`src/design/cdc_app_pkg.sv`:
```
// types, constants and CRC helpers shared by the CDC byte application
// crc32_byte takes data bits LSB first, so output bytes need rev8 of the complement
package cdc_app_pkg;

   localparam int BYTE_W = 8;
   localparam int CNT_W  = 24;
   localparam int WAIT_W = 8;

   localparam logic [31:0] CRC_POLY  = 32'h04C1_1DB7;
   localparam logic [31:0] CRC_INIT  = 32'hFFFF_FFFF;
   localparam logic [23:0] LFSR_TAPS = 24'hE1_0000;

   typedef enum logic [7:0] {
      CMD_NO         = 8'd0,
      CMD_IN         = 8'd1,
      CMD_OUT        = 8'd2,
      CMD_ADDR       = 8'd3,
      CMD_WAIT       = 8'd4,
      CMD_LFSR_WRITE = 8'd5,
      CMD_LFSR_READ  = 8'd6,
      CMD_RAM_READ   = 8'd8
   } cmd_e;

   typedef enum logic [3:0] {
      ST_RESET, ST_LOOPBACK,
      ST_CMD0, ST_CMD1, ST_CMD2, ST_CMD3,
      ST_IN, ST_OUT,
      ST_READ0, ST_READ1, ST_READ2, ST_READ3,
      ST_READ_RAM
   } state_e;

   // LFSR and CRC lanes stay consecutive, the FSM steps through them by offset
   typedef enum logic [3:0] {
      TX_LOOP, TX_LFSR0, TX_LFSR1, TX_LFSR2, TX_ZERO,
      TX_CRC0, TX_CRC1, TX_CRC2, TX_CRC3, TX_RAM
   } tx_sel_e;

   function automatic logic [31:0] crc32_byte(input logic [7:0] data,
                                              input logic [31:0] crc);
      logic [31:0] c;
      c = crc;
      for (int i = 0; i < 8; i++) begin
         if (data[i] ^ c[31])
            c = {c[30:0], 1'b0} ^ CRC_POLY;
         else
            c = {c[30:0], 1'b0};
      end
      return c;
   endfunction

   function automatic logic [7:0] rev8(input logic [7:0] data);
      logic [7:0] r;
      for (int i = 0; i < 8; i++) begin
         r[i] = data[7-i];
      end
      return r;
   endfunction

endpackage
```
`src/design/app_ctrl_if.sv`:
```
`timescale 1ns/1ps
// strobes from the command FSM to the pacer, datapath and loopback RAM
// lane picks the parameter byte for every load strobe
interface app_ctrl_if;

   logic                  crc_init;
   logic                  crc_rx_step;
   logic                  crc_tx_step;
   logic                  lfsr_step;
   logic                  lfsr_load;
   logic [1:0]            lane;
   logic                  addr_load;
   logic                  addr_clr;
   logic                  ram_we;
   logic                  ram_rd;
   logic                  cnt_load;
   logic                  cnt_dec;
   logic                  wait_load;
   logic                  pace_start;
   logic                  rx_take;
   // receive side may accept a new byte
   logic                  rx_open;
   cdc_app_pkg::tx_sel_e  tx_sel;

   modport seq (
      output crc_init, crc_rx_step, crc_tx_step, lfsr_step, lfsr_load, lane,
             addr_load, addr_clr, ram_we, ram_rd, cnt_load, cnt_dec,
             wait_load, pace_start, rx_take, rx_open, tx_sel
   );

   modport unit (
      input  crc_init, crc_rx_step, crc_tx_step, lfsr_step, lfsr_load, lane,
             addr_load, addr_clr, ram_we, ram_rd, cnt_load, cnt_dec,
             wait_load, pace_start, rx_take, rx_open, tx_sel
   );

endinterface

```
`src/design/app_pacer.sv`:
```
`timescale 1ns/1ps
// byte count for data phases and the inter-byte gap timer
// a gap of WAIT cycles follows every data byte, WAIT of 0 gives none
module app_pacer (
   input  logic                           clk_i,
   input  logic                           rstn,
   app_ctrl_if.unit                       ctrl,
   input  logic [cdc_app_pkg::BYTE_W-1:0] rx_byte_i,
   output logic                           cnt_zero_o,
   output logic                           wait_done_o
);

   logic [cdc_app_pkg::CNT_W-1:0]  cnt_q;
   logic [cdc_app_pkg::WAIT_W-1:0] wait_q;
   logic [cdc_app_pkg::WAIT_W-1:0] wait_cnt_q;

   assign cnt_zero_o  = (cnt_q == '0);
   assign wait_done_o = (wait_cnt_q == '0);

   always_ff @(posedge clk_i or negedge rstn) begin
      if (!rstn) begin
         cnt_q      <= '0;
         wait_q     <= '0;
         wait_cnt_q <= '0;
      end else begin
         if (ctrl.cnt_load)
            cnt_q[ctrl.lane*cdc_app_pkg::BYTE_W +: cdc_app_pkg::BYTE_W] <= rx_byte_i;
         else if (ctrl.cnt_dec)
            cnt_q <= cnt_q - 1'b1;

         if (ctrl.wait_load)
            wait_q <= rx_byte_i;

         // a running gap is not restarted
         if (!wait_done_o)
            wait_cnt_q <= wait_cnt_q - 1'b1;
         else if (ctrl.pace_start)
            wait_cnt_q <= wait_q;
      end
   end

   // the FSM ends a data phase on zero, so it never asks to go below it
   a_cnt_no_underflow: assert property (@(posedge clk_i) disable iff (!rstn)
      ctrl.cnt_dec |-> !cnt_zero_o);

endmodule

```
`src/flat_wrapper.sv`:
```
// flat-port wrapper written by rule: the top's interface ports become plain ports
module app_pacer_flat 
  (clk_i, rstn, rx_byte_i, cnt_zero_o, wait_done_o, ctrl_crc_init, ctrl_crc_rx_step, ctrl_crc_tx_step, ctrl_lfsr_step, ctrl_lfsr_load, ctrl_lane, ctrl_addr_load, ctrl_addr_clr, ctrl_ram_we, ctrl_ram_rd, ctrl_cnt_load, ctrl_cnt_dec, ctrl_wait_load, ctrl_pace_start, ctrl_rx_take, ctrl_rx_open, ctrl_tx_sel);
  app_ctrl_if ctrl_i ();
  input  logic clk_i;
  input  logic rstn;
  input  logic [cdc_app_pkg::BYTE_W-1:0] rx_byte_i;
  output logic cnt_zero_o;
  output logic wait_done_o;
  input wire logic [$bits(ctrl_i.crc_init)-1:0] ctrl_crc_init;
  input wire logic [$bits(ctrl_i.crc_rx_step)-1:0] ctrl_crc_rx_step;
  input wire logic [$bits(ctrl_i.crc_tx_step)-1:0] ctrl_crc_tx_step;
  input wire logic [$bits(ctrl_i.lfsr_step)-1:0] ctrl_lfsr_step;
  input wire logic [$bits(ctrl_i.lfsr_load)-1:0] ctrl_lfsr_load;
  input wire logic [$bits(ctrl_i.lane)-1:0] ctrl_lane;
  input wire logic [$bits(ctrl_i.addr_load)-1:0] ctrl_addr_load;
  input wire logic [$bits(ctrl_i.addr_clr)-1:0] ctrl_addr_clr;
  input wire logic [$bits(ctrl_i.ram_we)-1:0] ctrl_ram_we;
  input wire logic [$bits(ctrl_i.ram_rd)-1:0] ctrl_ram_rd;
  input wire logic [$bits(ctrl_i.cnt_load)-1:0] ctrl_cnt_load;
  input wire logic [$bits(ctrl_i.cnt_dec)-1:0] ctrl_cnt_dec;
  input wire logic [$bits(ctrl_i.wait_load)-1:0] ctrl_wait_load;
  input wire logic [$bits(ctrl_i.pace_start)-1:0] ctrl_pace_start;
  input wire logic [$bits(ctrl_i.rx_take)-1:0] ctrl_rx_take;
  input wire logic [$bits(ctrl_i.rx_open)-1:0] ctrl_rx_open;
  input wire logic [$bits(ctrl_i.tx_sel)-1:0] ctrl_tx_sel;
  assign ctrl_i.crc_init = ctrl_crc_init;
  assign ctrl_i.crc_rx_step = ctrl_crc_rx_step;
  assign ctrl_i.crc_tx_step = ctrl_crc_tx_step;
  assign ctrl_i.lfsr_step = ctrl_lfsr_step;
  assign ctrl_i.lfsr_load = ctrl_lfsr_load;
  assign ctrl_i.lane = ctrl_lane;
  assign ctrl_i.addr_load = ctrl_addr_load;
  assign ctrl_i.addr_clr = ctrl_addr_clr;
  assign ctrl_i.ram_we = ctrl_ram_we;
  assign ctrl_i.ram_rd = ctrl_ram_rd;
  assign ctrl_i.cnt_load = ctrl_cnt_load;
  assign ctrl_i.cnt_dec = ctrl_cnt_dec;
  assign ctrl_i.wait_load = ctrl_wait_load;
  assign ctrl_i.pace_start = ctrl_pace_start;
  assign ctrl_i.rx_take = ctrl_rx_take;
  assign ctrl_i.rx_open = ctrl_rx_open;
  assign ctrl_i.tx_sel = ctrl_tx_sel;
  app_pacer u_core (.clk_i(clk_i), .rstn(rstn), .ctrl(ctrl_i), .rx_byte_i(rx_byte_i), .cnt_zero_o(cnt_zero_o), .wait_done_o(wait_done_o));
endmodule
```
`config.mk`:
```
export PLATFORM = sky130hd
export DESIGN_NAME = app_pacer_flat
export DESIGN_NICKNAME = d
export VERILOG_FILES = /design/src/design/cdc_app_pkg.sv /design/src/design/app_ctrl_if.sv /design/src/design/app_pacer.sv /design/src/flat_wrapper.sv
export SDC_FILE = /design/constraint.sdc
export NUM_CORES = 1
export LEC_CHECK = 0
export BUFFER_PORTS_ARGS = -buffer_cell sky130_fd_sc_hd__buf_2
export CORE_MARGIN = 5
export CORE_UTILIZATION = 50
export DETAILED_ROUTE_END_ITERATION = 10
export PLACE_DENSITY = 0.71
export SLEW_MARGIN = 20
export SYNTH_ARGS = -nofsm -noshare
export SYNTH_HDL_FRONTEND = slang
export SYNTH_SLANG_ARGS = --single-unit
```
`constraint.sdc`:
```
create_clock -name clk_i -period 2.6 [get_ports clk_i]
set_clock_uncertainty 0.05 [all_clocks]
set_input_delay 0.39 -clock clk_i [delete_from_list [all_inputs] [get_ports clk_i]]
set_output_delay 0.39 -clock clk_i [all_outputs]
set_load 0.03 [all_outputs]
```
Word level (Yosys, flattened, before mapping)
Cells that the tools add are included.
{"block": "totals", "regBits": 40, "inputBits": 31}
{"block": "op_classes", "n_addsub": 3, "n_eq_ne": 1, "n_shift": 2, "mux": 5, "reduce_logical": 3}
{"op": "$mux 24", "count": 2}
{"op": "$neg 5->34", "count": 1}
{"op": "$shift 8x34->24 const A", "count": 1}
{"op": "$shiftx 8x34->24", "count": 1}
{"op": "$bwmux 24", "count": 1}
{"op": "$logic_not 24->1", "count": 1}
{"op": "$sub 24x1->24 const B", "count": 1}
{"op": "$mux 8", "count": 2}
{"op": "$logic_not 8->1", "count": 1}
{"op": "$sub 8x1->8 const B", "count": 1}
{"op": "$ne 2x1->1 const B", "count": 1}
{"op": "$reduce_bool 2->1", "count": 1}

Depth between registers and ports, before layout
{"block": "logic_depth", "word_depth": 4, "depth_mapped": 7, "depth_no_buf": 7}

Least setup slack after synthesis
Ideal clock, no wire load.
{"block": "synth_timing", "path_kind": "register to output", "start": "register u_core.cnt_q[18] in the netlist's numbering", "end": "output port cnt_zero_o", "arrival_ps": 2029, "t_required_ps": 2160, "setup_slack_ps": 131, "stages_incl_launch_ff": 4, "path_cell_list": "dfrtp_1 -> or4_4 -> or3_4 -> nor3_1"}
{"block": "synth_via", "elab_chain_cells": 1}
{"element": "start: declaration", "line_no": "app_pacer.sv:13", "source": "logic [cdc_app_pkg::CNT_W-1:0] cnt_q;"}
{"element": "start signal: indexed assignment", "line_no": "app_pacer.sv:27", "source": "cnt_q[ctrl.lane*cdc_app_pkg::BYTE_W +: cdc_app_pkg::BYTE_W] <= rx_byte_i;"}
{"element": "start signal: assignment", "line_no": "app_pacer.sv:29", "source": "cnt_q <= cnt_q - 1'b1;"}
{"element": "$logic_not 24->1", "line_no": "app_pacer.sv:17", "source": "assign cnt_zero_o = (cnt_q == '0);"}
{"element": "end: declaration", "line_no": "flat_wrapper.sv:8", "source": "output logic cnt_zero_o;"}
No other way between the ends.

Worst setup path after layout
Same ends and word-level chain as after synthesis.

==> metrics <==
Sequential Power Share 47.1%; Worst path max stage delay 0.56 ns; total core area between 0.004 and 0.005 mm^2; post-synthesis cell type count between 40 and 50; commonest non-fill, non-tap cell in the layout dfrtp_1; crit path max fanout 5; area leader, netlist dfrtp_1; Via density 6.41; DRC violations left 0; Avg WL per Cell about 18 um; Gate power share a little under a third; period utilization 96.2%; CP Data Arrival Time between 2 and 2.5 ns; R2R setup slack ~0.23 ns; Yosys top cell area share 42.1%; DRT antenna net count 0; EDFF count, synth 0; # port buffers 17; most frequent cells in the layout 40 x dfrtp_1, 31 x nand2_1, 20 x o21ai_0; CTS Root Cell clkbuf_8; number of diodes 0; Main synth FF type dfrtp_1; Final HPWL DP about 4.4 mm; Startpoint Class flip-flop; CTS max path bufs 2; clock tree sinks 40; Initial Utilization about half; Pint between 1 and 1.5 mW; Util after Layout 57.3%; RSZ-0062 raised after global routing false; Total GRT Usage between 20% and 30%; Sequential Area approximately 0.001 mm^2; post-CTS setup buffers 0; CTS tree yes; Avg Synthesized Cell Area ~8.9 um^2; drt pass-1 iters 4; Row Count 25; Net Sw Power ~0.7 mW; Worst Max-Slew Pin Slew 0.900 ns; ys async rst share 100%; first-pass GRT wire length ~10 mm; footprint of the multi-input gates 0.00130 mm^2; Slowest cell on crit path or4_4; largest net degree at the start of global routing 41; Syn. warnings 0; WP data required 2.16 ns; drt first-iter violations 183; sequential-to-total area share from yosys stat between 40% and 50%; final net count 330; Hold WS about 0.16 ns; DIE WIDTH ~79 um; DRT Wirelength approximately 6.2 mm; Die Ht 79.0 um; Fmax about 400 MHz; grt total ovfl 0; Total Power approximately 1.9 mW; outcome completed; setup TNS 0 ns; leak pwr between 1 and 1.5 nW; Peak VDD IR between 0.0004 and 0.0005 V; TritonCTS buffer count 5; setup violators final 0; Worst setup EP type output pin; initial antenna violation count 0; layout cells sized above 1 roughly 17%; MaxCap Viol Count 0; Fillers 449; Slew Limit Fails 0; Post-Syn Nets a little over 300; Clock Latency Late Sink about 0.30 ns; pwr dens between 700 and 800 mW/mm^2; Placer Congestion between 0.8 and 0.9; #FFs+latches synth 40; Area Growth Syn to Fin 12.3%; Setup CP Type reg -> out; clock power share between 20% and 30%; vias in the first global route about 2.1k; Top Ports 33; Slew headroom between 40 and 50%; Net Sw Frac 37.7%; Final Hold Viols 0; synthesized area 0.00238 mm^2; Synth area leaders dfrtp_1 42%, nand2_1 4.9%, a22oi_1 4.4%, o21ai_0 4.2%, mux2_2 3.8%; via count ~2.2k; Clock transition at path regs 0.08 ns; cell count after synthesis about 270; Die ar. 0.00623 mm^2; CP cell instances or4_4 -> or3_4 -> nor3_2 -> buf_4; Hold Path Class in -> async; H-Tree Depth 2; minimum clock period approximately 2.5 ns
## cells in the mapped netlist, types with 2 or more instances
cell type and count:
a21oi_1 16, a22oi_1 14, a31oi_1 3, a32oi_1 2
clkbuf_1 10, dfrtp_1 40, ha_1 7, inv_1 13
mux2_2 8, mux2i_1 6, nand2_1 31, nand2b_1 2
nand3_1 7, nor2_1 19, nor2b_1 3, nor3_1 15
nor3b_1 3, nor4_1 9, o211ai_1 3, o21ai_0 20
o22ai_1 2, o311ai_0 3, o31ai_1 3, or3_1 4
or4_1 2, or4_4 2, xnor2_1 3
## what timing repair did
action | in CTS | in global routing
resized for setup | 0 | 4
setup endpoints to repair | 0 | 2
hold buffers | 0 | 0
## worst max-delay path: cells and delay by family (launching register included)
kind	cells	cell delay [ns]
buffers and inverters	1	0.18
flip-flops	1	0.43
AND/OR/NAND/NOR	3	1.16
## layout make-up
type                            instances  share of cell area [%]
Inverter                               13                    1.83
Timing Repair Buffer                   28                    6.37
Sequential cell                        40                    37.5
Tap cell                               54                    2.53
Clock buffer                            5                    2.58
Clock inverter                          2                   0.469
Multi-Input combinational cell        204                    48.7
## metal layers
metal,vias up,GRT usage (%),routed length [um],part of all wire [%]
met5,-,0,0,0
met4,0,7.22,101,1.6
met3,8,4.08,486,7.8
met2,95,33.3,2860,46
met1,1066,29.9,2800,45
li1,1050,-,-,-
## cell families (layout without fill, tap and decap cells)
family | count (synthesis) | after routing | synth area share (%)
adder cells (fa/ha/maj) | 7 | 7 | 3.68
multiplexers | 14 | 14 | 6.32
XOR/XNOR | 4 | 4 | 1.47
flip-flops | 40 | 40 | 42.1
AND/OR/NAND/NOR | 105 | 105 | 22.7
buffers and inverters | 23 | 48 | 3.63
AO/OA/AOI/OAI | 74 | 74 | 20.1
## stage by stage
stage	std cells	setup slack, ns	instance area, um^2
floorplan	267	0.131	2380
global placement	339	0.293	2570
detailed placement	339	0.266	2570
CTS	346	0.000162	2660
global route	346	0.0131	2670
finish	346	0.100	2670
## final timing paths
path,from,to,cells past startpoint
setup / recovery,u_core.cnt_q[18],cnt_zero_o,4
hold / removal,rstn,u_core.cnt_q[0],1
setup reg to reg,u_core.cnt_q[18],u_core.cnt_q[21],5
hold reg to reg,u_core.wait_q[5],u_core.wait_cnt_q[5],2
max in group asynchronous,rstn,u_core.wait_cnt_q[7],1
min in group clk_i,rx_byte_i[3],u_core.cnt_q[3],3
## state kept, by name (all words and copies together) (netlist names)
| register | cells |
|---|---|
| u_core.cnt_q | 24 |
| u_core.wait_q | 8 |
| u_core.wait_cnt_q | 8 |
## power groups by stage
stage	sequential (mW)	clock, mW	combinational (mW)
finish	0.900	0.406	0.603
global route	0.916	0.440	0.678
CTS	0.893	0.414	0.589
detailed placement	0.906	0	0.586
global placement	0.900	0	0.576
floorplan	0.851	0	0.436
No activity file was read; power rests on OpenSTA's default activity.
