File: src/design/cdc_app_pkg.sv
// types, constants and CRC helpers shared by the CDC byte application
// crc32_byte takes data bits LSB first, so output bytes need rev8 of the complement
package cdc_app_pkg;

   localparam int BYTE_W = 8;
   localparam int CNT_W  = 24;
   localparam int WAIT_W = 8;

   localparam logic [31:0] CRC_POLY  = 32'h04C1_1DB7;
   localparam logic [31:0] CRC_INIT  = 32'hFFFF_FFFF;
   localparam logic [23:0] LFSR_TAPS = 24'hE1_0000;

   typedef enum logic [7:0] {
      CMD_NO         = 8'd0,
      CMD_IN         = 8'd1,
      CMD_OUT        = 8'd2,
      CMD_ADDR       = 8'd3,
      CMD_WAIT       = 8'd4,
      CMD_LFSR_WRITE = 8'd5,
      CMD_LFSR_READ  = 8'd6,
      CMD_RAM_READ   = 8'd8
   } cmd_e;

   typedef enum logic [3:0] {
      ST_RESET, ST_LOOPBACK,
      ST_CMD0, ST_CMD1, ST_CMD2, ST_CMD3,
      ST_IN, ST_OUT,
      ST_READ0, ST_READ1, ST_READ2, ST_READ3,
      ST_READ_RAM
   } state_e;

   // LFSR and CRC lanes stay consecutive, the FSM steps through them by offset
   typedef enum logic [3:0] {
      TX_LOOP, TX_LFSR0, TX_LFSR1, TX_LFSR2, TX_ZERO,
      TX_CRC0, TX_CRC1, TX_CRC2, TX_CRC3, TX_RAM
   } tx_sel_e;

   function automatic logic [31:0] crc32_byte(input logic [7:0] data,
                                              input logic [31:0] crc);
      logic [31:0] c;
      c = crc;
      for (int i = 0; i < 8; i++) begin
         if (data[i] ^ c[31])
            c = {c[30:0], 1'b0} ^ CRC_POLY;
         else
            c = {c[30:0], 1'b0};
      end
      return c;
   endfunction

   function automatic logic [7:0] rev8(input logic [7:0] data);
      logic [7:0] r;
      for (int i = 0; i < 8; i++) begin
         r[i] = data[7-i];
      end
      return r;
   endfunction

endpackage
File: src/design/app_ctrl_if.sv
`timescale 1ns/1ps
// strobes from the command FSM to the pacer, datapath and loopback RAM
// lane picks the parameter byte for every load strobe
interface app_ctrl_if;

   logic                  crc_init;
   logic                  crc_rx_step;
   logic                  crc_tx_step;
   logic                  lfsr_step;
   logic                  lfsr_load;
   logic [1:0]            lane;
   logic                  addr_load;
   logic                  addr_clr;
   logic                  ram_we;
   logic                  ram_rd;
   logic                  cnt_load;
   logic                  cnt_dec;
   logic                  wait_load;
   logic                  pace_start;
   logic                  rx_take;
   // receive side may accept a new byte
   logic                  rx_open;
   cdc_app_pkg::tx_sel_e  tx_sel;

   modport seq (
      output crc_init, crc_rx_step, crc_tx_step, lfsr_step, lfsr_load, lane,
             addr_load, addr_clr, ram_we, ram_rd, cnt_load, cnt_dec,
             wait_load, pace_start, rx_take, rx_open, tx_sel
   );

   modport unit (
      input  crc_init, crc_rx_step, crc_tx_step, lfsr_step, lfsr_load, lane,
             addr_load, addr_clr, ram_we, ram_rd, cnt_load, cnt_dec,
             wait_load, pace_start, rx_take, rx_open, tx_sel
   );

endinterface

File: src/design/app_datapath.sv
`timescale 1ns/1ps
// one-deep receive holding register, CRC32 and LFSR state, transmit byte mux
// CRC bytes leave most significant first as rev8 of the complemented register
module app_datapath (
   input  logic                           clk_i,
   input  logic                           rstn,
   app_ctrl_if.unit                       ctrl,
   input  logic [cdc_app_pkg::BYTE_W-1:0] out_data_i,
   input  logic                           out_valid_i,
   output logic                           out_ready_o,
   input  logic [cdc_app_pkg::BYTE_W-1:0] ram_rdata_i,
   output logic [cdc_app_pkg::BYTE_W-1:0] rx_byte_o,
   output logic                           rx_valid_o,
   output logic [cdc_app_pkg::BYTE_W-1:0] tx_data_o
);

   logic [cdc_app_pkg::BYTE_W-1:0] rx_byte_q;
   logic                           rx_valid_q;
   logic [31:0]                    crc_q;
   logic [31:0]                    crc_out;
   logic [cdc_app_pkg::CNT_W-1:0]  lfsr_q;
   logic                           rx_hs;

   assign out_ready_o = (~rx_valid_q | ctrl.rx_take) & ctrl.rx_open;
   assign rx_hs       = out_valid_i & out_ready_o;
   assign rx_byte_o   = rx_byte_q;
   assign rx_valid_o  = rx_valid_q;
   assign crc_out     = ~crc_q;

   always_ff @(posedge clk_i) begin
      if (rx_hs)
         rx_byte_q <= out_data_i;
   end

   always_ff @(posedge clk_i or negedge rstn) begin
      if (!rstn) begin
         rx_valid_q <= 1'b0;
         crc_q      <= cdc_app_pkg::CRC_INIT;
         lfsr_q     <= '0;
      end else begin
         if (rx_hs)
            rx_valid_q <= 1'b1;
         else if (ctrl.rx_take)
            rx_valid_q <= 1'b0;

         if (ctrl.crc_init)
            crc_q <= cdc_app_pkg::CRC_INIT;
         else if (ctrl.crc_rx_step)
            crc_q <= cdc_app_pkg::crc32_byte(rx_byte_q, crc_q);
         else if (ctrl.crc_tx_step)
            crc_q <= cdc_app_pkg::crc32_byte(tx_data_o, crc_q);

         // shift left, XNOR feedback of the tapped bits
         if (ctrl.lfsr_load)
            lfsr_q[ctrl.lane*cdc_app_pkg::BYTE_W +: cdc_app_pkg::BYTE_W] <= rx_byte_q;
         else if (ctrl.lfsr_step)
            lfsr_q <= {lfsr_q[cdc_app_pkg::CNT_W-2:0], ~^(lfsr_q & cdc_app_pkg::LFSR_TAPS)};
      end
   end

   always_comb begin
      case (ctrl.tx_sel)
         cdc_app_pkg::TX_LOOP:  tx_data_o = rx_byte_q;
         cdc_app_pkg::TX_LFSR0: tx_data_o = lfsr_q[7:0];
         cdc_app_pkg::TX_LFSR1: tx_data_o = lfsr_q[15:8];
         cdc_app_pkg::TX_LFSR2: tx_data_o = lfsr_q[23:16];
         cdc_app_pkg::TX_CRC0:  tx_data_o = cdc_app_pkg::rev8(crc_out[31:24]);
         cdc_app_pkg::TX_CRC1:  tx_data_o = cdc_app_pkg::rev8(crc_out[23:16]);
         cdc_app_pkg::TX_CRC2:  tx_data_o = cdc_app_pkg::rev8(crc_out[15:8]);
         cdc_app_pkg::TX_CRC3:  tx_data_o = cdc_app_pkg::rev8(crc_out[7:0]);
         cdc_app_pkg::TX_RAM:   tx_data_o = ram_rdata_i;
         default:               tx_data_o = '0;
      endcase
   end

endmodule

File: src/flat_wrapper.sv
// flat-port wrapper written by rule: the top's interface ports become plain ports
module app_datapath_flat 
  (clk_i, rstn, out_data_i, out_valid_i, out_ready_o, ram_rdata_i, rx_byte_o, rx_valid_o, tx_data_o, ctrl_crc_init, ctrl_crc_rx_step, ctrl_crc_tx_step, ctrl_lfsr_step, ctrl_lfsr_load, ctrl_lane, ctrl_addr_load, ctrl_addr_clr, ctrl_ram_we, ctrl_ram_rd, ctrl_cnt_load, ctrl_cnt_dec, ctrl_wait_load, ctrl_pace_start, ctrl_rx_take, ctrl_rx_open, ctrl_tx_sel);
  app_ctrl_if ctrl_i ();
  input  logic clk_i;
  input  logic rstn;
  input  logic [cdc_app_pkg::BYTE_W-1:0] out_data_i;
  input  logic out_valid_i;
  output logic out_ready_o;
  input  logic [cdc_app_pkg::BYTE_W-1:0] ram_rdata_i;
  output logic [cdc_app_pkg::BYTE_W-1:0] rx_byte_o;
  output logic rx_valid_o;
  output logic [cdc_app_pkg::BYTE_W-1:0] tx_data_o;
  input wire logic [$bits(ctrl_i.crc_init)-1:0] ctrl_crc_init;
  input wire logic [$bits(ctrl_i.crc_rx_step)-1:0] ctrl_crc_rx_step;
  input wire logic [$bits(ctrl_i.crc_tx_step)-1:0] ctrl_crc_tx_step;
  input wire logic [$bits(ctrl_i.lfsr_step)-1:0] ctrl_lfsr_step;
  input wire logic [$bits(ctrl_i.lfsr_load)-1:0] ctrl_lfsr_load;
  input wire logic [$bits(ctrl_i.lane)-1:0] ctrl_lane;
  input wire logic [$bits(ctrl_i.addr_load)-1:0] ctrl_addr_load;
  input wire logic [$bits(ctrl_i.addr_clr)-1:0] ctrl_addr_clr;
  input wire logic [$bits(ctrl_i.ram_we)-1:0] ctrl_ram_we;
  input wire logic [$bits(ctrl_i.ram_rd)-1:0] ctrl_ram_rd;
  input wire logic [$bits(ctrl_i.cnt_load)-1:0] ctrl_cnt_load;
  input wire logic [$bits(ctrl_i.cnt_dec)-1:0] ctrl_cnt_dec;
  input wire logic [$bits(ctrl_i.wait_load)-1:0] ctrl_wait_load;
  input wire logic [$bits(ctrl_i.pace_start)-1:0] ctrl_pace_start;
  input wire logic [$bits(ctrl_i.rx_take)-1:0] ctrl_rx_take;
  input wire logic [$bits(ctrl_i.rx_open)-1:0] ctrl_rx_open;
  input wire logic [$bits(ctrl_i.tx_sel)-1:0] ctrl_tx_sel;
  assign ctrl_i.crc_init = ctrl_crc_init;
  assign ctrl_i.crc_rx_step = ctrl_crc_rx_step;
  assign ctrl_i.crc_tx_step = ctrl_crc_tx_step;
  assign ctrl_i.lfsr_step = ctrl_lfsr_step;
  assign ctrl_i.lfsr_load = ctrl_lfsr_load;
  assign ctrl_i.lane = ctrl_lane;
  assign ctrl_i.addr_load = ctrl_addr_load;
  assign ctrl_i.addr_clr = ctrl_addr_clr;
  assign ctrl_i.ram_we = ctrl_ram_we;
  assign ctrl_i.ram_rd = ctrl_ram_rd;
  assign ctrl_i.cnt_load = ctrl_cnt_load;
  assign ctrl_i.cnt_dec = ctrl_cnt_dec;
  assign ctrl_i.wait_load = ctrl_wait_load;
  assign ctrl_i.pace_start = ctrl_pace_start;
  assign ctrl_i.rx_take = ctrl_rx_take;
  assign ctrl_i.rx_open = ctrl_rx_open;
  assign ctrl_i.tx_sel = ctrl_tx_sel;
  app_datapath u_core (.clk_i(clk_i), .rstn(rstn), .ctrl(ctrl_i), .out_data_i(out_data_i), .out_valid_i(out_valid_i), .out_ready_o(out_ready_o), .ram_rdata_i(ram_rdata_i), .rx_byte_o(rx_byte_o), .rx_valid_o(rx_valid_o), .tx_data_o(tx_data_o));
endmodule
File: config.mk
export PLATFORM = sky130hd
export DESIGN_NAME = app_datapath_flat
export DESIGN_NICKNAME = d
export VERILOG_FILES = /design/src/design/cdc_app_pkg.sv /design/src/design/app_ctrl_if.sv /design/src/design/app_datapath.sv /design/src/flat_wrapper.sv
export SDC_FILE = /design/constraint.sdc
export NUM_CORES = 1
export LEC_CHECK = 0
export ABC_AREA = 0
export BUFFER_PORTS_ARGS = -buffer_cell sky130_fd_sc_hd__clkbuf_2
export CORE_MARGIN = 3
export CORE_UTILIZATION = 56
export CTS_BUF_LIST = sky130_fd_sc_hd__clkbuf_16
export DETAILED_ROUTE_END_ITERATION = 12
export GPL_ROUTABILITY_DRIVEN = 0
export HOLD_SLACK_MARGIN = 0.1
export PLACE_DENSITY_LB_ADDON = 0.05
export SYNTH_ARGS = -nofsm -noshare
export SYNTH_HDL_FRONTEND = slang
export SYNTH_SLANG_ARGS = --single-unit
export TNS_END_PERCENT = 10
File: constraint.sdc
create_clock -name clk_i -period 7.4 [get_ports clk_i]
set_input_delay 0 -clock clk_i [delete_from_list [all_inputs] [get_ports clk_i]]
set_output_delay 0 -clock clk_i [all_outputs]
set_load 0.01 [all_outputs]
* Yosys cells after proc, flatten, opt, wreduce, memory -nomap -nowiden *
Index checks and enable logic that the tools add are counted.

word-level totals
  flip-flop bits (word level) = 65
  output and inout port bits = 18
  bits of input ports = 40
  logic and storage cells = 116

operators by class
  reductions and logical operators = 5
  equal/unequal tests = 8
  shifts and indexed selects = 2
  bitwise operators = 36
  multiplexer cells = 60
  $add $sub $neg = 1

operator list
  cell                     count
  $mux 32                  38
  $mux 27                  16
  $not 14->14              15
  $pmux 8 s9               1
  $mux 24                  2
  $neg 5->34               1
  $shift 8x34->24 const A  1
  $shiftx 8x34->24         1
  $not 32->32              1
  $bwmux 24                1
  $reduce_xnor 24->1       1
  $xor 1x1->1              16
  $eq 4x3->1 const B       3
  $eq 4x2->1 const B       2
  $eq 4x4->1 const B       2
  $eq 4x1->1 const B       1
  $logic_not 4->1          1
  $reduce_bool 2->1        2
  $reduce_bool 3->1        1
  $and 1x1->1              2
  $mux 1                   2
  $not 1->1                1
  $or 1x1->1               1

* Logic depth before layout (Yosys ltp) *
  word-level depth = 42
  mapped depth = 11
  gate-level depth less buffers = 8

* Worst setup path after synthesis *
No wires, ideal clock.

  path kind = register to register
  from = reg u_core.crc_q[24]
  to = reg u_core.crc_q[11]
  library setup time = 0.082 ns
  path buffers = 2
  required time = 7.318 ns
  period minus slack after synthesis = 2.811 ns
  arrival = 2.730 ns
  cell stages (with the launch flop) = 10
  setup slack = 4.589 ns
  cell sequence = dfstp_2 -> clkbuf_1 -> o21ai_0 -> a22o_1 -> or3_1 -> buf_2 -> xor2_2 -> xnor3_1 -> o2111a_1 -> nor3_1

between the ends
  elaborated cells between the ends (all ways) = 50
  classes of those cells = mux: 45; bitwise: 5

RTL lines
  what                     RTL line            text
  from (decl)              app_datapath.sv:19  logic [31:0] crc_q;
  from (signal assigned)   app_datapath.sv:38  crc_q <= cdc_app_pkg::CRC_INIT;
  from (signal assigned)   app_datapath.sv:47  crc_q <= cdc_app_pkg::CRC_INIT;
  from (signal assigned)   app_datapath.sv:49  crc_q <= cdc_app_pkg::crc32_byte(rx_byte_q, crc_q);
  $not 32->32              app_datapath.sv:28  assign crc_out = ~crc_q;
  $pmux 8 s9               app_datapath.sv:62  case (ctrl.tx_sel)
  net tx_data_o (one bit)  flat_wrapper.sv:13  output logic [cdc_app_pkg::BYTE_W-1:0] tx_data_o;
  $xor 1x1->1              cdc_app_pkg.sv:43   if (data[i] ^ c[31])
  $mux 27                  cdc_app_pkg.sv:43
  $mux 32                  app_datapath.sv:50  else if (ctrl.crc_tx_step)
  $mux 32                  app_datapath.sv:48  else if (ctrl.crc_rx_step)
  $mux 32                  app_datapath.sv:46  if (ctrl.crc_init)

The timed path passes the listed nets, and every way through them passes these cells. The select of a mux whose other input is x is not followed.
A chain may end at the register's enable or synchronous reset.

* Worst setup path in the final report *
  from = reg u_core.rx_byte_q (netlist bit u_core.rx_byte_o[3])
  to = reg u_core.crc_q[14]

between the ends
  cells in the longest elaborated chain, start to end = 24
  elaborated cells between the ends (all ways) = 40
  classes of those cells = mux: 34; bitwise: 6

RTL lines
  what                          RTL line            text
  from (decl)                   app_datapath.sv:17  logic [cdc_app_pkg::BYTE_W-1:0] rx_byte_q;
  from (signal assigned)        app_datapath.sv:32  rx_byte_q <= out_data_i;
  $pmux 8 s9                    app_datapath.sv:62
  $xor 1x1->1                   cdc_app_pkg.sv:43
  $mux 27                       cdc_app_pkg.sv:43
  $mux 32                       app_datapath.sv:50
  $mux 32                       app_datapath.sv:48
  $mux 32                       app_datapath.sv:46
  $not 14->14 (no source line)  n/a
  $mux 27                       cdc_app_pkg.sv:43
  [... 8 more ...]              n/a
  $mux 27                       cdc_app_pkg.sv:43
  $mux 32                       app_datapath.sv:50
  $mux 32                       app_datapath.sv:48
  $mux 32                       app_datapath.sv:46
  $mux 27                       cdc_app_pkg.sv:43
  $mux 32                       app_datapath.sv:50
  $mux 32 *                     app_datapath.sv:48
  $mux 32 *                     app_datapath.sv:46
  to (signal assigned)          app_datapath.sv:47
  to (signal assigned)          app_datapath.sv:49
  to (signal assigned)          app_datapath.sv:51  crc_q <= cdc_app_pkg::crc32_byte(tx_data_o, crc_q);

Mark *: on every way between the ends. The rest lies on a longest branch, timed or not. The select of a mux whose other input is x is not followed.

==> results.md <==
* Min-Delay Path Class: in2reg
* Final Hold Vio Count at 0
* # IOs at 58
* Area leader, netlist: dfstp_2
* Average wire per standard cell at 21.1 um
* Die area at 11000 um^2
* Post-route ant nets at 0
* Initial Util at 58.2%
* Worst-path clk slew at 60 ps
* Synth unique cells at 68
* Die H at 105 um
* Fill count at 817
* Outcome: complete, no violations
* Input/output buffers at 49
* Core Region at 9370 um^2
* M2 GR Usage at 44.8%
* Total CTS buffers at 9
* Post-route DRC at 0
* Asr flop ratio synth at 87.7%
* Vias in the first global route at 4404
* Initial antenna violation count at 0
* Measured slew at the worst slew-check pin at 1240 ps
* Top FF cell, synth: dfstp_2
* Synthesized netlist cell count at 561
* Worst Hold End: u_core.lfsr_q[0]$_DFFE_PN0P_
* CTS Root Cell: clkbuf_16
* Setup crit start kind: register
* Kind of end point of the critical path: register
* CTS tree: yes
* WS Path Type: reg2reg
* Setup TNS at 0 ps
* Arrival time at the worst endpoint at 3670 ps
* Seq/Total Area, Yosys at 31.3%
* FF-to-FF End: u_core.crc_q[14]$_DFFE_PN1P_
* P&R area growth vs syn at 12.9%
* CTS H-tree lvls at 3
* Dominant cell by count in the synthesized netlist: xnor2_1
* DPL Wire Length at 10.9 mm
* RSZ-0062 raised after global routing: no
* Worst-Skew Late Latency at 330 ps
* Final period util at 45.8%
* Fmax at 0.295 GHz
* Synth warn at 0
* Fraction of layout cells with a size suffix above 1 at 21.8%
* Clk sink count at 65
* Antenna diode count at 0
* DR pass1 iterations at 7
* Post-synth top area share at 15.4%
* Hold path start: ctrl_lfsr_load
* Hold path depth at 4
* Vias per cell at 6.15
* Number of flops mapped to enable cells by yosys at 8
* Vias at 4520
* Chip Width at 105 um
* Setup Skew at 4.25 ps
* Pre-CTS setup slack at 4020 ps
* Worst EP required at 7680 ps
* Peak supply drop at 0.000268 V
* Leak at 0.00255 uW
* Mean Syn Cell Area at 9.72 um^2
* Seq cells post-synth at 65
* Power per cell area at 469 nW/um^2
* Max cap viols at 0
* Syn_nets at 604
* Tmin final at 3390 ps
* Largest net degree at the start of global routing at 58
* Slew margin rel. at 16.3%
* RR Startpoint: u_core.rx_byte_o[3]$_DFFE_PP_
* Top cells by count, synth: xnor2_1, nand2_1, o21ai_0
* Post_cts resized at 0
* Routed WL at 15.5 mm
* Post-route worst setup slack at 4010 ps
* Initial DRC Count at 435
* M3 GR Usage at 4.45%
* Post-CTS Setup Inserts at 0
* Total power at 2890 uW
* CTS Buffer Depth at 2
* Final Max Tran Viols at 0
* GRT overflow at 0
* GR peak layer: met2
* GR Util met1 at 42.1%
* Overall routing resource usage at 28.9%
* Synth top area cells: dfstp_2, dfrtp_1, xnor2_1
* Worst hold slack at 134 ps
* Wire length of the first global-routing pass at 24.7 mm
* R2R depth at 9
* Setup-failing EPs final at 0
* R2R Setup Slk at 4010 ps
* Post-layout util at 65.7%
* # rows at 35
* Synthesized cell area at 5450 um^2
* CP Max Fanout at 8
* Final net count at 644
cells by family after synthesis:
group	synth area share (%)
and+or+nand+nor	16.6
AOI/OAI and AO/OA	17.2
xor gates and xnor gates	26.8
DFF	31.3
buffers and inverters	4.84
muxes	2.66
adders and majority gates	0.689
per-stage QoR:
stage | cells | instance area (um^2)
3_3_place_gp | 703 | 5670
3_5_place_dp | 703 | 5670
4_1_cts | 734 | 6150
2_1_floorplan | 561 | 5450
5_1_grt | 735 | 6150
6_report | 735 | 6150
state kept, by name, indices dropped and copies added, names as in the netlist:
register,count
u_core.rx_byte_o,8
u_core.rx_valid_o,1
u_core.lfsr_q,24
u_core.crc_q,32
routing by layer:
layer  part of all wire, %  routed length, um
met2                    45               7020
met1                    44               6890
met3                   8.3               1290
met4                   2.0                314
met5                     0                  0
layout make-up:
cell class | instances | area (um^2) | area share [%]
inverter | 15 | 61.3 | 0.996
clock buffer | 9 | 225 | 3.66
timing repair buffer | 67 | 415 | 6.75
sequential | 65 | 1710 | 27.7
multi-input combinational | 443 | 3480 | 56.6
tap | 129 | 161 | 2.62
clock inverter | 7 | 101 | 1.65
layout by cell type, fill, tap and decap left out, types with 5 or more instances in the layout:
master          n
a21oi_1        31
nand2b_1        5
nand2_1        50
clkbuf_2       50
o22ai_1        14
mux2i_1        10
nand3b_1        5
xor2_1         22
o32ai_1         6
dfstp_2        32
o2111a_1        7
xnor3_1        12
o21ai_0        40
a22oi_1        26
nor2_1         25
and3b_1         6
nor2b_1         8
inv_1          14
edfxtp_1        8
xnor2_2         5
nor3_1         16
nor3b_1         6
dfrtp_1        25
clkbuf_16       9
dlygate4sd3_1  15
xnor2_1        68
nor4_1          8
worst max-delay path: stages (launching register included):
cell	delay, ps
edfxtp_1	590
mux2_2	350
a32oi_1	210
nand4_2	250
xor2_2	330
xor3_1	370
xnor3_1	270
xor2_1	150
o311ai_1	220
dlygate4sd3_1	580
where the power goes:
group / total, uW / internal, uW / switching [uW]
sequential: 675 / 517 / 158
clock: 477 / 298 / 179
combinational: 1740 / 873 / 862
how the worst max path moves through the flow:
stage,from,to,slack (ps),cells after the start
3_3_place_gp,ctrl_tx_sel[3],u_core.crc_q[10]$_DFFE_PN1P_,4030,9
4_1_cts,u_core.rx_byte_o[3]$_DFFE_PP_,u_core.crc_q[14]$_DFFE_PN1P_,4010,9
6_report,u_core.rx_byte_o[3]$_DFFE_PP_,u_core.crc_q[14]$_DFFE_PN1P_,4010,9
2_1_floorplan,u_core.crc_q[24]$_DFFE_PN1P_,u_core.crc_q[11]$_DFFE_PN1P_,4590,9
5_1_grt,u_core.rx_byte_o[3]$_DFFE_PP_,u_core.crc_q[14]$_DFFE_PN1P_,3880,9
3_5_place_dp,ctrl_tx_sel[3],u_core.crc_q[10]$_DFFE_PN1P_,4020,9
timing repair:
action | in CTS | in global routing
hold endpoints to repair | 38 | 0
hold buffers | 15 | 0
endpoints found under the setup margin | 0 | 0
Power figures use the tool's default switching activity.
