**src/design/cdc_app_pkg.sv**
```systemverilog
// types, constants and CRC helpers shared by the CDC byte application
// crc32_byte takes data bits LSB first, so output bytes need rev8 of the complement
package cdc_app_pkg;

   localparam int BYTE_W = 8;
   localparam int CNT_W  = 24;
   localparam int WAIT_W = 8;

   localparam logic [31:0] CRC_POLY  = 32'h04C1_1DB7;
   localparam logic [31:0] CRC_INIT  = 32'hFFFF_FFFF;
   localparam logic [23:0] LFSR_TAPS = 24'hE1_0000;

   typedef enum logic [7:0] {
      CMD_NO         = 8'd0,
      CMD_IN         = 8'd1,
      CMD_OUT        = 8'd2,
      CMD_ADDR       = 8'd3,
      CMD_WAIT       = 8'd4,
      CMD_LFSR_WRITE = 8'd5,
      CMD_LFSR_READ  = 8'd6,
      CMD_RAM_READ   = 8'd8
   } cmd_e;

   typedef enum logic [3:0] {
      ST_RESET, ST_LOOPBACK,
      ST_CMD0, ST_CMD1, ST_CMD2, ST_CMD3,
      ST_IN, ST_OUT,
      ST_READ0, ST_READ1, ST_READ2, ST_READ3,
      ST_READ_RAM
   } state_e;

   // LFSR and CRC lanes stay consecutive, the FSM steps through them by offset
   typedef enum logic [3:0] {
      TX_LOOP, TX_LFSR0, TX_LFSR1, TX_LFSR2, TX_ZERO,
      TX_CRC0, TX_CRC1, TX_CRC2, TX_CRC3, TX_RAM
   } tx_sel_e;

   function automatic logic [31:0] crc32_byte(input logic [7:0] data,
                                              input logic [31:0] crc);
      logic [31:0] c;
      c = crc;
      for (int i = 0; i < 8; i++) begin
         if (data[i] ^ c[31])
            c = {c[30:0], 1'b0} ^ CRC_POLY;
         else
            c = {c[30:0], 1'b0};
      end
      return c;
   endfunction

   function automatic logic [7:0] rev8(input logic [7:0] data);
      logic [7:0] r;
      for (int i = 0; i < 8; i++) begin
         r[i] = data[7-i];
      end
      return r;
   endfunction

endpackage
```
**src/design/app_ctrl_if.sv**
```systemverilog
`timescale 1ns/1ps
// strobes from the command FSM to the pacer, datapath and loopback RAM
// lane picks the parameter byte for every load strobe
interface app_ctrl_if;

   logic                  crc_init;
   logic                  crc_rx_step;
   logic                  crc_tx_step;
   logic                  lfsr_step;
   logic                  lfsr_load;
   logic [1:0]            lane;
   logic                  addr_load;
   logic                  addr_clr;
   logic                  ram_we;
   logic                  ram_rd;
   logic                  cnt_load;
   logic                  cnt_dec;
   logic                  wait_load;
   logic                  pace_start;
   logic                  rx_take;
   // receive side may accept a new byte
   logic                  rx_open;
   cdc_app_pkg::tx_sel_e  tx_sel;

   modport seq (
      output crc_init, crc_rx_step, crc_tx_step, lfsr_step, lfsr_load, lane,
             addr_load, addr_clr, ram_we, ram_rd, cnt_load, cnt_dec,
             wait_load, pace_start, rx_take, rx_open, tx_sel
   );

   modport unit (
      input  crc_init, crc_rx_step, crc_tx_step, lfsr_step, lfsr_load, lane,
             addr_load, addr_clr, ram_we, ram_rd, cnt_load, cnt_dec,
             wait_load, pace_start, rx_take, rx_open, tx_sel
   );

endinterface

```
**src/design/app_sequencer.sv**
```systemverilog
`timescale 1ns/1ps
// command FSM, parameter bytes come least significant first
// unknown command codes drop back to loopback without a response
module app_sequencer (
   input  logic                           clk_i,
   input  logic                           rstn,
   app_ctrl_if.seq                        ctrl,
   input  logic [cdc_app_pkg::BYTE_W-1:0] rx_byte_i,
   input  logic                           rx_valid_i,
   input  logic                           tx_ready_i,
   input  logic                           cnt_zero_i,
   input  logic                           wait_done_i,
   output logic                           tx_valid_o
);

   cdc_app_pkg::state_e            state_q, state_d;
   logic [cdc_app_pkg::BYTE_W-1:0] cmd_q, cmd_d;
   logic                           ram_vld_q, ram_vld_d;
   logic                           run_q;
   logic                           tx_req;
   logic                           tx_ready;
   logic                           param_cmd;
   logic                           cnt_cmd;
   logic [3:0]                     cmd_ofs;
   logic [3:0]                     rd_ofs;

   assign tx_ready     = tx_ready_i & wait_done_i;
   assign tx_valid_o   = tx_req & wait_done_i;
   assign ctrl.rx_open = run_q & wait_done_i;

   assign cnt_cmd   = cmd_q inside {cdc_app_pkg::CMD_IN, cdc_app_pkg::CMD_OUT,
                                    cdc_app_pkg::CMD_RAM_READ};
   assign param_cmd = cnt_cmd | (cmd_q == cdc_app_pkg::CMD_ADDR)
                    | (cmd_q == cdc_app_pkg::CMD_LFSR_WRITE);
   assign cmd_ofs   = state_q - cdc_app_pkg::ST_CMD1;
   assign rd_ofs    = state_q - cdc_app_pkg::ST_READ0;

   always_comb begin
      state_d          = state_q;
      cmd_d            = cmd_q;
      ram_vld_d        = ram_vld_q;
      tx_req           = 1'b0;
      ctrl.tx_sel      = cdc_app_pkg::TX_LOOP;
      ctrl.lane        = cmd_ofs[1:0];
      ctrl.rx_take     = 1'b0;
      ctrl.crc_init    = 1'b0;
      ctrl.crc_rx_step = 1'b0;
      ctrl.crc_tx_step = 1'b0;
      ctrl.lfsr_step   = 1'b0;
      ctrl.lfsr_load   = 1'b0;
      ctrl.addr_load   = 1'b0;
      ctrl.addr_clr    = 1'b0;
      ctrl.ram_we      = 1'b0;
      ctrl.ram_rd      = 1'b0;
      ctrl.cnt_load    = 1'b0;
      ctrl.cnt_dec     = 1'b0;
      ctrl.wait_load   = 1'b0;
      ctrl.pace_start  = 1'b0;
      case (state_q)
         cdc_app_pkg::ST_RESET: begin
            if (rx_valid_i)
               state_d = cdc_app_pkg::ST_LOOPBACK;
         end
         cdc_app_pkg::ST_LOOPBACK: begin
            if (rx_valid_i && rx_byte_i == '0) begin
               ctrl.rx_take = 1'b1;
               state_d      = cdc_app_pkg::ST_CMD0;
            end else if (rx_valid_i) begin
               // echo and capture together
               tx_req       = 1'b1;
               ctrl.rx_take = tx_ready;
               ctrl.ram_we  = tx_ready;
            end
         end
         cdc_app_pkg::ST_CMD0: begin
            ctrl.rx_take = 1'b1;
            if (rx_valid_i) begin
               cmd_d   = rx_byte_i;
               state_d = cdc_app_pkg::ST_CMD1;
            end
         end
         cdc_app_pkg::ST_CMD1, cdc_app_pkg::ST_CMD2, cdc_app_pkg::ST_CMD3: begin
            // CRC restarts ahead of every data phase
            ctrl.crc_init = (state_q == cdc_app_pkg::ST_CMD3);
            if (param_cmd) begin
               ctrl.rx_take = 1'b1;
               if (rx_valid_i) begin
                  ctrl.cnt_load  = cnt_cmd;
                  ctrl.addr_load = (cmd_q == cdc_app_pkg::CMD_ADDR);
                  ctrl.lfsr_load = (cmd_q == cdc_app_pkg::CMD_LFSR_WRITE);
                  if (state_q != cdc_app_pkg::ST_CMD3)
                     state_d = cdc_app_pkg::state_e'(state_q + 4'd1);
                  else if (cmd_q == cdc_app_pkg::CMD_IN)
                     state_d = cdc_app_pkg::ST_IN;
                  else if (cmd_q == cdc_app_pkg::CMD_OUT)
                     state_d = cdc_app_pkg::ST_OUT;
                  else if (cmd_q == cdc_app_pkg::CMD_RAM_READ)
                     state_d = cdc_app_pkg::ST_READ_RAM;
                  else
                     state_d = cdc_app_pkg::ST_LOOPBACK;
               end
            end else if (state_q == cdc_app_pkg::ST_CMD1 && cmd_q == cdc_app_pkg::CMD_WAIT) begin
               ctrl.rx_take = 1'b1;
               if (rx_valid_i) begin
                  ctrl.wait_load = 1'b1;
                  state_d        = cdc_app_pkg::ST_LOOPBACK;
               end
            end else if (state_q == cdc_app_pkg::ST_CMD1
                         && cmd_q == cdc_app_pkg::CMD_LFSR_READ) begin
               state_d = cdc_app_pkg::ST_READ0;
            end else begin
               state_d = cdc_app_pkg::ST_LOOPBACK;
            end
         end
         cdc_app_pkg::ST_IN: begin
            tx_req      = 1'b1;
            ctrl.tx_sel = cdc_app_pkg::TX_LFSR0;
            if (tx_ready) begin
               ctrl.crc_tx_step = 1'b1;
               ctrl.lfsr_step   = 1'b1;
               ctrl.pace_start  = 1'b1;
               ctrl.cnt_dec     = ~cnt_zero_i;
               if (cnt_zero_i)
                  state_d = cdc_app_pkg::ST_READ0;
            end
         end
         cdc_app_pkg::ST_OUT: begin
            ctrl.rx_take = 1'b1;
            if (rx_valid_i) begin
               ctrl.crc_rx_step = 1'b1;
               ctrl.pace_start  = 1'b1;
               ctrl.cnt_dec     = ~cnt_zero_i;
               if (cnt_zero_i)
                  state_d = cdc_app_pkg::ST_READ0;
            end
         end
         cdc_app_pkg::ST_READ0, cdc_app_pkg::ST_READ1,
         cdc_app_pkg::ST_READ2, cdc_app_pkg::ST_READ3: begin
            tx_req = 1'b1;
            if (cmd_q == cdc_app_pkg::CMD_LFSR_READ)
               ctrl.tx_sel = cdc_app_pkg::tx_sel_e'(cdc_app_pkg::TX_LFSR0 + rd_ofs);
            else
               ctrl.tx_sel = cdc_app_pkg::tx_sel_e'(cdc_app_pkg::TX_CRC0 + rd_ofs);
            if (tx_ready && state_q == cdc_app_pkg::ST_READ3)
               state_d = cdc_app_pkg::ST_LOOPBACK;
            else if (tx_ready)
               state_d = cdc_app_pkg::state_e'(state_q + 4'd1);
         end
         cdc_app_pkg::ST_READ_RAM: begin
            tx_req      = ram_vld_q;
            ctrl.tx_sel = ram_vld_q ? cdc_app_pkg::TX_RAM : cdc_app_pkg::TX_ZERO;
            if (!ram_vld_q) begin
               ctrl.ram_rd = 1'b1;
               ram_vld_d   = 1'b1;
            end else if (tx_ready) begin
               ctrl.pace_start = 1'b1;
               if (cnt_zero_i) begin
                  ram_vld_d     = 1'b0;
                  ctrl.addr_clr = 1'b1;
                  state_d       = cdc_app_pkg::ST_LOOPBACK;
               end else begin
                  // fetch the next byte straight away, the flag stays set
                  ctrl.cnt_dec = 1'b1;
                  ctrl.ram_rd  = 1'b1;
               end
            end
         end
         default: state_d = cdc_app_pkg::ST_LOOPBACK;
      endcase
   end

   always_ff @(posedge clk_i or negedge rstn) begin
      if (!rstn) begin
         state_q   <= cdc_app_pkg::ST_RESET;
         cmd_q     <= cdc_app_pkg::CMD_NO;
         ram_vld_q <= 1'b0;
         run_q     <= 1'b0;
      end else begin
         state_q   <= state_d;
         cmd_q     <= cmd_d;
         ram_vld_q <= ram_vld_d;
         run_q     <= 1'b1;
      end
   end

   // each RAM byte on the bus is freshly read or still waiting for its handshake
   a_ram_data_ready: assert property (@(posedge clk_i) disable iff (!rstn)
      ctrl.tx_sel == cdc_app_pkg::TX_RAM
      |-> $past(ctrl.ram_rd) || $past(ctrl.tx_sel == cdc_app_pkg::TX_RAM && !tx_ready));

endmodule

```
**src/flat_wrapper.sv**
```systemverilog
// flat-port wrapper written by rule: the top's interface ports become plain ports
module app_sequencer_flat 
  (clk_i, rstn, rx_byte_i, rx_valid_i, tx_ready_i, cnt_zero_i, wait_done_i, tx_valid_o, ctrl_crc_init, ctrl_crc_rx_step, ctrl_crc_tx_step, ctrl_lfsr_step, ctrl_lfsr_load, ctrl_lane, ctrl_addr_load, ctrl_addr_clr, ctrl_ram_we, ctrl_ram_rd, ctrl_cnt_load, ctrl_cnt_dec, ctrl_wait_load, ctrl_pace_start, ctrl_rx_take, ctrl_rx_open, ctrl_tx_sel);
  app_ctrl_if ctrl_i ();
  input  logic clk_i;
  input  logic rstn;
  input  logic [cdc_app_pkg::BYTE_W-1:0] rx_byte_i;
  input  logic rx_valid_i;
  input  logic tx_ready_i;
  input  logic cnt_zero_i;
  input  logic wait_done_i;
  output logic tx_valid_o;
  output wire logic [$bits(ctrl_i.crc_init)-1:0] ctrl_crc_init;
  output wire logic [$bits(ctrl_i.crc_rx_step)-1:0] ctrl_crc_rx_step;
  output wire logic [$bits(ctrl_i.crc_tx_step)-1:0] ctrl_crc_tx_step;
  output wire logic [$bits(ctrl_i.lfsr_step)-1:0] ctrl_lfsr_step;
  output wire logic [$bits(ctrl_i.lfsr_load)-1:0] ctrl_lfsr_load;
  output wire logic [$bits(ctrl_i.lane)-1:0] ctrl_lane;
  output wire logic [$bits(ctrl_i.addr_load)-1:0] ctrl_addr_load;
  output wire logic [$bits(ctrl_i.addr_clr)-1:0] ctrl_addr_clr;
  output wire logic [$bits(ctrl_i.ram_we)-1:0] ctrl_ram_we;
  output wire logic [$bits(ctrl_i.ram_rd)-1:0] ctrl_ram_rd;
  output wire logic [$bits(ctrl_i.cnt_load)-1:0] ctrl_cnt_load;
  output wire logic [$bits(ctrl_i.cnt_dec)-1:0] ctrl_cnt_dec;
  output wire logic [$bits(ctrl_i.wait_load)-1:0] ctrl_wait_load;
  output wire logic [$bits(ctrl_i.pace_start)-1:0] ctrl_pace_start;
  output wire logic [$bits(ctrl_i.rx_take)-1:0] ctrl_rx_take;
  output wire logic [$bits(ctrl_i.rx_open)-1:0] ctrl_rx_open;
  output wire logic [$bits(ctrl_i.tx_sel)-1:0] ctrl_tx_sel;
  assign ctrl_crc_init = ctrl_i.crc_init;
  assign ctrl_crc_rx_step = ctrl_i.crc_rx_step;
  assign ctrl_crc_tx_step = ctrl_i.crc_tx_step;
  assign ctrl_lfsr_step = ctrl_i.lfsr_step;
  assign ctrl_lfsr_load = ctrl_i.lfsr_load;
  assign ctrl_lane = ctrl_i.lane;
  assign ctrl_addr_load = ctrl_i.addr_load;
  assign ctrl_addr_clr = ctrl_i.addr_clr;
  assign ctrl_ram_we = ctrl_i.ram_we;
  assign ctrl_ram_rd = ctrl_i.ram_rd;
  assign ctrl_cnt_load = ctrl_i.cnt_load;
  assign ctrl_cnt_dec = ctrl_i.cnt_dec;
  assign ctrl_wait_load = ctrl_i.wait_load;
  assign ctrl_pace_start = ctrl_i.pace_start;
  assign ctrl_rx_take = ctrl_i.rx_take;
  assign ctrl_rx_open = ctrl_i.rx_open;
  assign ctrl_tx_sel = ctrl_i.tx_sel;
  app_sequencer u_core (.clk_i(clk_i), .rstn(rstn), .ctrl(ctrl_i), .rx_byte_i(rx_byte_i), .rx_valid_i(rx_valid_i), .tx_ready_i(tx_ready_i), .cnt_zero_i(cnt_zero_i), .wait_done_i(wait_done_i), .tx_valid_o(tx_valid_o));
endmodule
```
**config.mk**
```make
export PLATFORM = sky130hd
export DESIGN_NAME = app_sequencer_flat
export DESIGN_NICKNAME = d
export VERILOG_FILES = /design/src/design/cdc_app_pkg.sv /design/src/design/app_ctrl_if.sv /design/src/design/app_sequencer.sv /design/src/flat_wrapper.sv
export SDC_FILE = /design/constraint.sdc
export NUM_CORES = 1
export LEC_CHECK = 0
export ABC_AREA = 1
export BUFFER_PORTS_ARGS = -buffer_cell sky130_fd_sc_hd__buf_2
export CORE_MARGIN = 2
export CORE_UTILIZATION = 46
export CTS_BUF_LIST = sky130_fd_sc_hd__clkbuf_8 sky130_fd_sc_hd__clkbuf_16
export CTS_CLUSTER_SIZE = 24
export DETAILED_ROUTE_END_ITERATION = 6
export HOLD_SLACK_MARGIN = 0.08
export PLACE_DENSITY = 0.73
export SYNTH_ARGS = -nofsm -noshare
export SYNTH_HDL_FRONTEND = slang
export SYNTH_SLANG_ARGS = --single-unit
```
**constraint.sdc**
```tcl
create_clock -name clk_i -period 2.9 [get_ports clk_i]
set_input_delay 0.58 -clock clk_i [delete_from_list [all_inputs] [get_ports clk_i]]
set_output_delay 0.58 -clock clk_i [all_outputs]
set_load 0.01 [all_outputs]
```
**Word-level counts from Yosys, hierarchy flattened**

Cells that the tools add are included.

- Bitwise operators: 6
- Add/subtract/negate cells: 5
- Reductions and logical operators: 13
- Muxes and demuxes: 65
- Equal/unequal tests: 29

Operators with widths:

| operator | number |
|---|---|
| 4-bit two-way mux | 21 |
| 1-bit two-way mux | 38 |
| 4-bit case mux with 8 select lines | 1 |
| 8-bit by 3-bit == test with 1-bit output, second input constant | 3 |
| 4-bit == test, second input constant | 5 |
| 4-bit by 3-bit == test with 1-bit output, second input constant | 4 |
| 8-bit by 2-bit == test with 1-bit output, second input constant | 2 |
| 1-bit case mux with 3 select lines | 4 |
| 4-bit case mux with 3 select lines | 1 |
| 9-bit AND reduction | 1 |
| 4-bit by 2-bit == test with 1-bit output, second input constant | 2 |
| 8-bit by 1-bit == test with 1-bit output, second input constant | 1 |
| 8-bit by 4-bit == test with 1-bit output, second input constant | 1 |
| 8-bit logical NOT | 1 |
| 2-bit by 1-bit != test with 1-bit output, second input constant | 4 |
| 2-bit != test, second input constant | 3 |
| 5-bit OR reduction | 1 |
| 1-bit by 4-bit adder with 4-bit output, first input constant | 1 |
| 3-bit by 4-bit adder with 4-bit output, first input constant | 1 |
| 4-bit by 1-bit adder with 4-bit output, second input constant | 1 |
| 4-bit by 1-bit == test with 1-bit output, second input constant | 1 |
| 1-bit logical AND | 4 |
| 4-bit logical NOT | 1 |
| 4-bit by 3-bit != test with 1-bit output, second input constant | 1 |
| other kinds (12) | 15 |

- Flip-flop bits (word level): 14
- Word-level logic and storage cells: 122
- Output and inout port bits: 22

**Depth between registers and ports, before layout**

- Depth in word-level cells: 8
- Gate-level depth with buffers: 13

**Least setup slack after synthesis**

Ideal clock, no wire load.

- Path type: register to output
- Start: reg u_core.state_q[0]
- End: out ctrl_cnt_dec
- Cell stages (with the launch flop): 10
- Data required time: 2.320 ns
- Data arrival time: 1.635 ns
- Path slack: 0.685 ns
- Cells stage by stage: dfrtp_1 -> buf_2 -> inv_1 -> ha_1 -> nand3_1 -> nor2_1 -> inv_1 -> nor2_1 -> nor3_1 -> nor2_1

- Cells in the longest elaborated chain, start to end: 2

Ends and longest elaborated chain:

| element | line | RTL |
|---|---|---|
| start: declaration | app_sequencer.sv:16 | `cdc_app_pkg::state_e state_q, state_d;` |
| start signal: assignment | app_sequencer.sv:174 | `state_q <= cdc_app_pkg::ST_RESET;` |
| start signal: assignment | app_sequencer.sv:179 | `state_q <= state_d;` |
| 4-bit == test / 4-bit by 3-bit == test with 1-bit output (equally long branches) | app_sequencer.sv:59 | `case (state_q)` |
| 1-bit case mux with 3 select lines * | app_sequencer.sv:59 |  |
| end: declaration | flat_wrapper.sv:24 | `output wire logic [$bits(ctrl_i.cnt_dec)-1:0] ctrl_cnt_dec;` |

Every way passes the cells marked *; elsewhere a longest branch is shown, timed or not.

**Final worst setup path**

Same ends and word-level chain as after synthesis.

==> flow_summary.ini <==
[run_status]
status = finished clean

[yosys]
synth_top_area_cell = dfrtp_1
synthesis.area_mm2 = 0.00163
synth_top_area_share_pct = 21.6
yosys_warnings = 0
synth_cell_types = 42
avgSynthCellArea_um2 = 6.72
synth_seq_cells = 14
postSynthCellCount = 242
synth-seq-area-share_pct = 21.6
synth_fp_nets = 261
synth_top_cells_by_area = dfrtp_1, nand2_1, nor2_1

[clock_tree]
cts_resized = 0
cts-buffers-inserted = 3
clk_pin_slew_ps = 60
cts_hold_buf = 0
cts_tree = done
cts_max_level = 1
clk_latency_ps = 250
root_buffer = clkbuf_8
cts.sinks = 14
max-clock-path-buffers = 2
post_cts_buffers = 0

[sta]
min_period_over_period_pct = 92.2
slew-limit-headroom_pct = 54.5
min_period_ps = 2670
slew_viol_final = 0
tightestPinTransition_ps = 682
tns_ps = 0
max_freq_mhz = 374
rsz0062_at_grt = no
clock-skew-final_ps = 1.70
hold_ws_ps = 218
finalSetupViolations = 0
hold_viol = 0

[setup_path]
start_kind = register
critical_path_buf_inv_count = 3
crit_type = register to output port
crit_arrival_ps = 2090
slowest_delay_ps = 480
crit_top_cell = nor2_1
cp_max_fo = 10
crit_family = simple AND/OR/NAND/NOR gates
worst_setup_path_end_kind = output port
crit_chain = inv_1 -> ha_1 -> nand3_1 -> nor2_1 -> inv_1 -> nor2_1 -> nor3_1 -> nor2_1 -> buf_2
cpMaxStageDelayCell = dfrtp_1
crit_required_ps = 2320

[detailed_routing]
ant_nets = 0
wirelength_um = 3670
drt_pass1_iterations = 4
drt_iter0_drc = 119
drc = 0
routedWlPerCell_um = 11.5
vias = 1639
vias_per_cell = 5.12

[die]
die_w_um = 63.4
start_util_pct = 48.3
coreArea_mm2 = 0.00336
pin_count = 36
floorplan.rows = 21
die_h_um = 63.4
dieArea_mm2 = 0.00402

[global_route]
grt_overflow = 0
grt_pass1_vias = 1606
grt_max_degree = 15
track_usage_pct = 20.1
antenna_found_initial = 0
grt_pass1_wl_um = 6660

[placed_design]
dp_hpwl_um = 3030
gp_congestion = 0.924
numPortBuffers = 35

[pwr]
peakVddDrop_v = 0.000612
p_leak_nw = 1.06
power_w = 0.00162
power_density_mw_per_mm2 = 873

[finish]
syn2layout_area_growth_pct = 14.2
regArea_um2 = 350
post-route-util_pct = 55.2
multi_input_area_mm2 = 0.00108
antenna_cells = 0
drive_above_1_share_pct = 32.1
final_net_count = 294
nFillCells = 364

[worst_hold_path]
hp-class = input port to async pin

[flow_run]
max_cap_violations = 0
## worst reg2reg max path, delay by kind of cell (launching register included)
kind / cells / cell delay (ps)
buffers and inverters: 1 / 60
and+or+nand+nor: 8 / 850
DFF: 1 / 510
adders and majority gates: 1 / 530
## metrics by stage
| step | cell area [um^2] | std cells | setup WS (ps) |
|---|---|---|---|
| finish | 1860 | 320 | 227 |
| global route | 1860 | 320 | 20.9 |
| CTS | 1860 | 320 | 226 |
| detailed placement | 1800 | 316 | 515 |
| global placement | 1800 | 316 | 537 |
| floorplan | 1630 | 242 | 685 |
## layer usage
metal / up-vias / part of all wire, % / track usage [%]
met5: - / 0 / 0
met4: 0 / 0.68 / 6.52
met3: 2 / 4.9 / 2.50
met2: 43 / 49 / 33.6
met1: 762 / 46 / 26.9
li1: 832 / - / -
## sequential cells by signal, indices dropped and copies added (netlist names)
signal and flops:
u_core.ram_vld_q 1, u_core.run_q 1, u_core.state_q 4, u_core.cmd_q 8
## Yosys cell counts (all sizes together)
master and number:
xor2 1, o211ai 2, dfrtp 14, nand2 76
conb 1, nand4 4, o31ai 2, o21a 1
ha 5, xnor2 1, inv 33, and3 1
nand3 20, o22ai 1, nor4 1, nor3 4
o21ai 6, a31oi 1, o21bai 1, clkinv 1
a31o 1, a21oi 8, mux2 4, buf 7
nand3b 2, nor2 44
## path summary, 6_finish.rpt
kind,from,to,slack (ps),cells past startpoint
worst min-delay path,rstn,u_core.cmd_q[6],220,1
worst min register to register,u_core.cmd_q[5],u_core.cmd_q[5],510,1
min in group clk_i,u_core.cmd_q[5],u_core.cmd_q[5],510,1
worst max-delay path,u_core.state_q[0],ctrl_cnt_dec,230,9
worst max register to register,u_core.state_q[0],u_core.state_q[2],850,10
max in group asynchronous,rstn,u_core.cmd_q[1],2450,1
## report_power, final
group / internal, W / switching (W)
clock network: 0.000120 / 0.0000696
logic: 0.000385 / 0.000661
registers: 0.000274 / 0.000112
total: 0.000779 / 0.000843
## area by class of cell
cell class | instances | share of cell area, %
Tap cell | 46 | 3.10
Sequential cell | 14 | 18.9
Multi-Input combinational cell | 187 | 58.1
Timing Repair Buffer | 35 | 9.43
Inverter | 34 | 7.55
Clock buffer | 4 | 2.96
## placed cells by master (no fill, tap or decap), types with 2 or more instances in the layout
master	instances
a21oi_1	7
buf_2	35
clkbuf_8	4
dfrtp_1	14
ha_1	5
inv_1	25
inv_2	6
mux2_2	4
nand2_1	63
nand2_2	9
nand2_4	4
nand3_1	17
nand3_2	2
nand3b_1	2
nand4_1	4
nor2_1	29
nor2_2	8
nor2_4	5
nor2_8	2
nor3_1	4
o211ai_1	2
o21ai_0	3
o31ai_1	2
## logic make-up after synthesis
group,after synthesis,synth area share (%)
AOI/OAI and AO/OA,23,9.93
xor gates and xnor gates,2,1.08
adders and majority gates,5,3.85
buffers and inverters,41,12.1
DFF,14,21.6
muxes,4,2.77
other,1,0.231
and+or+nand+nor,152,48.5
(Power assumes the default switching activity.)
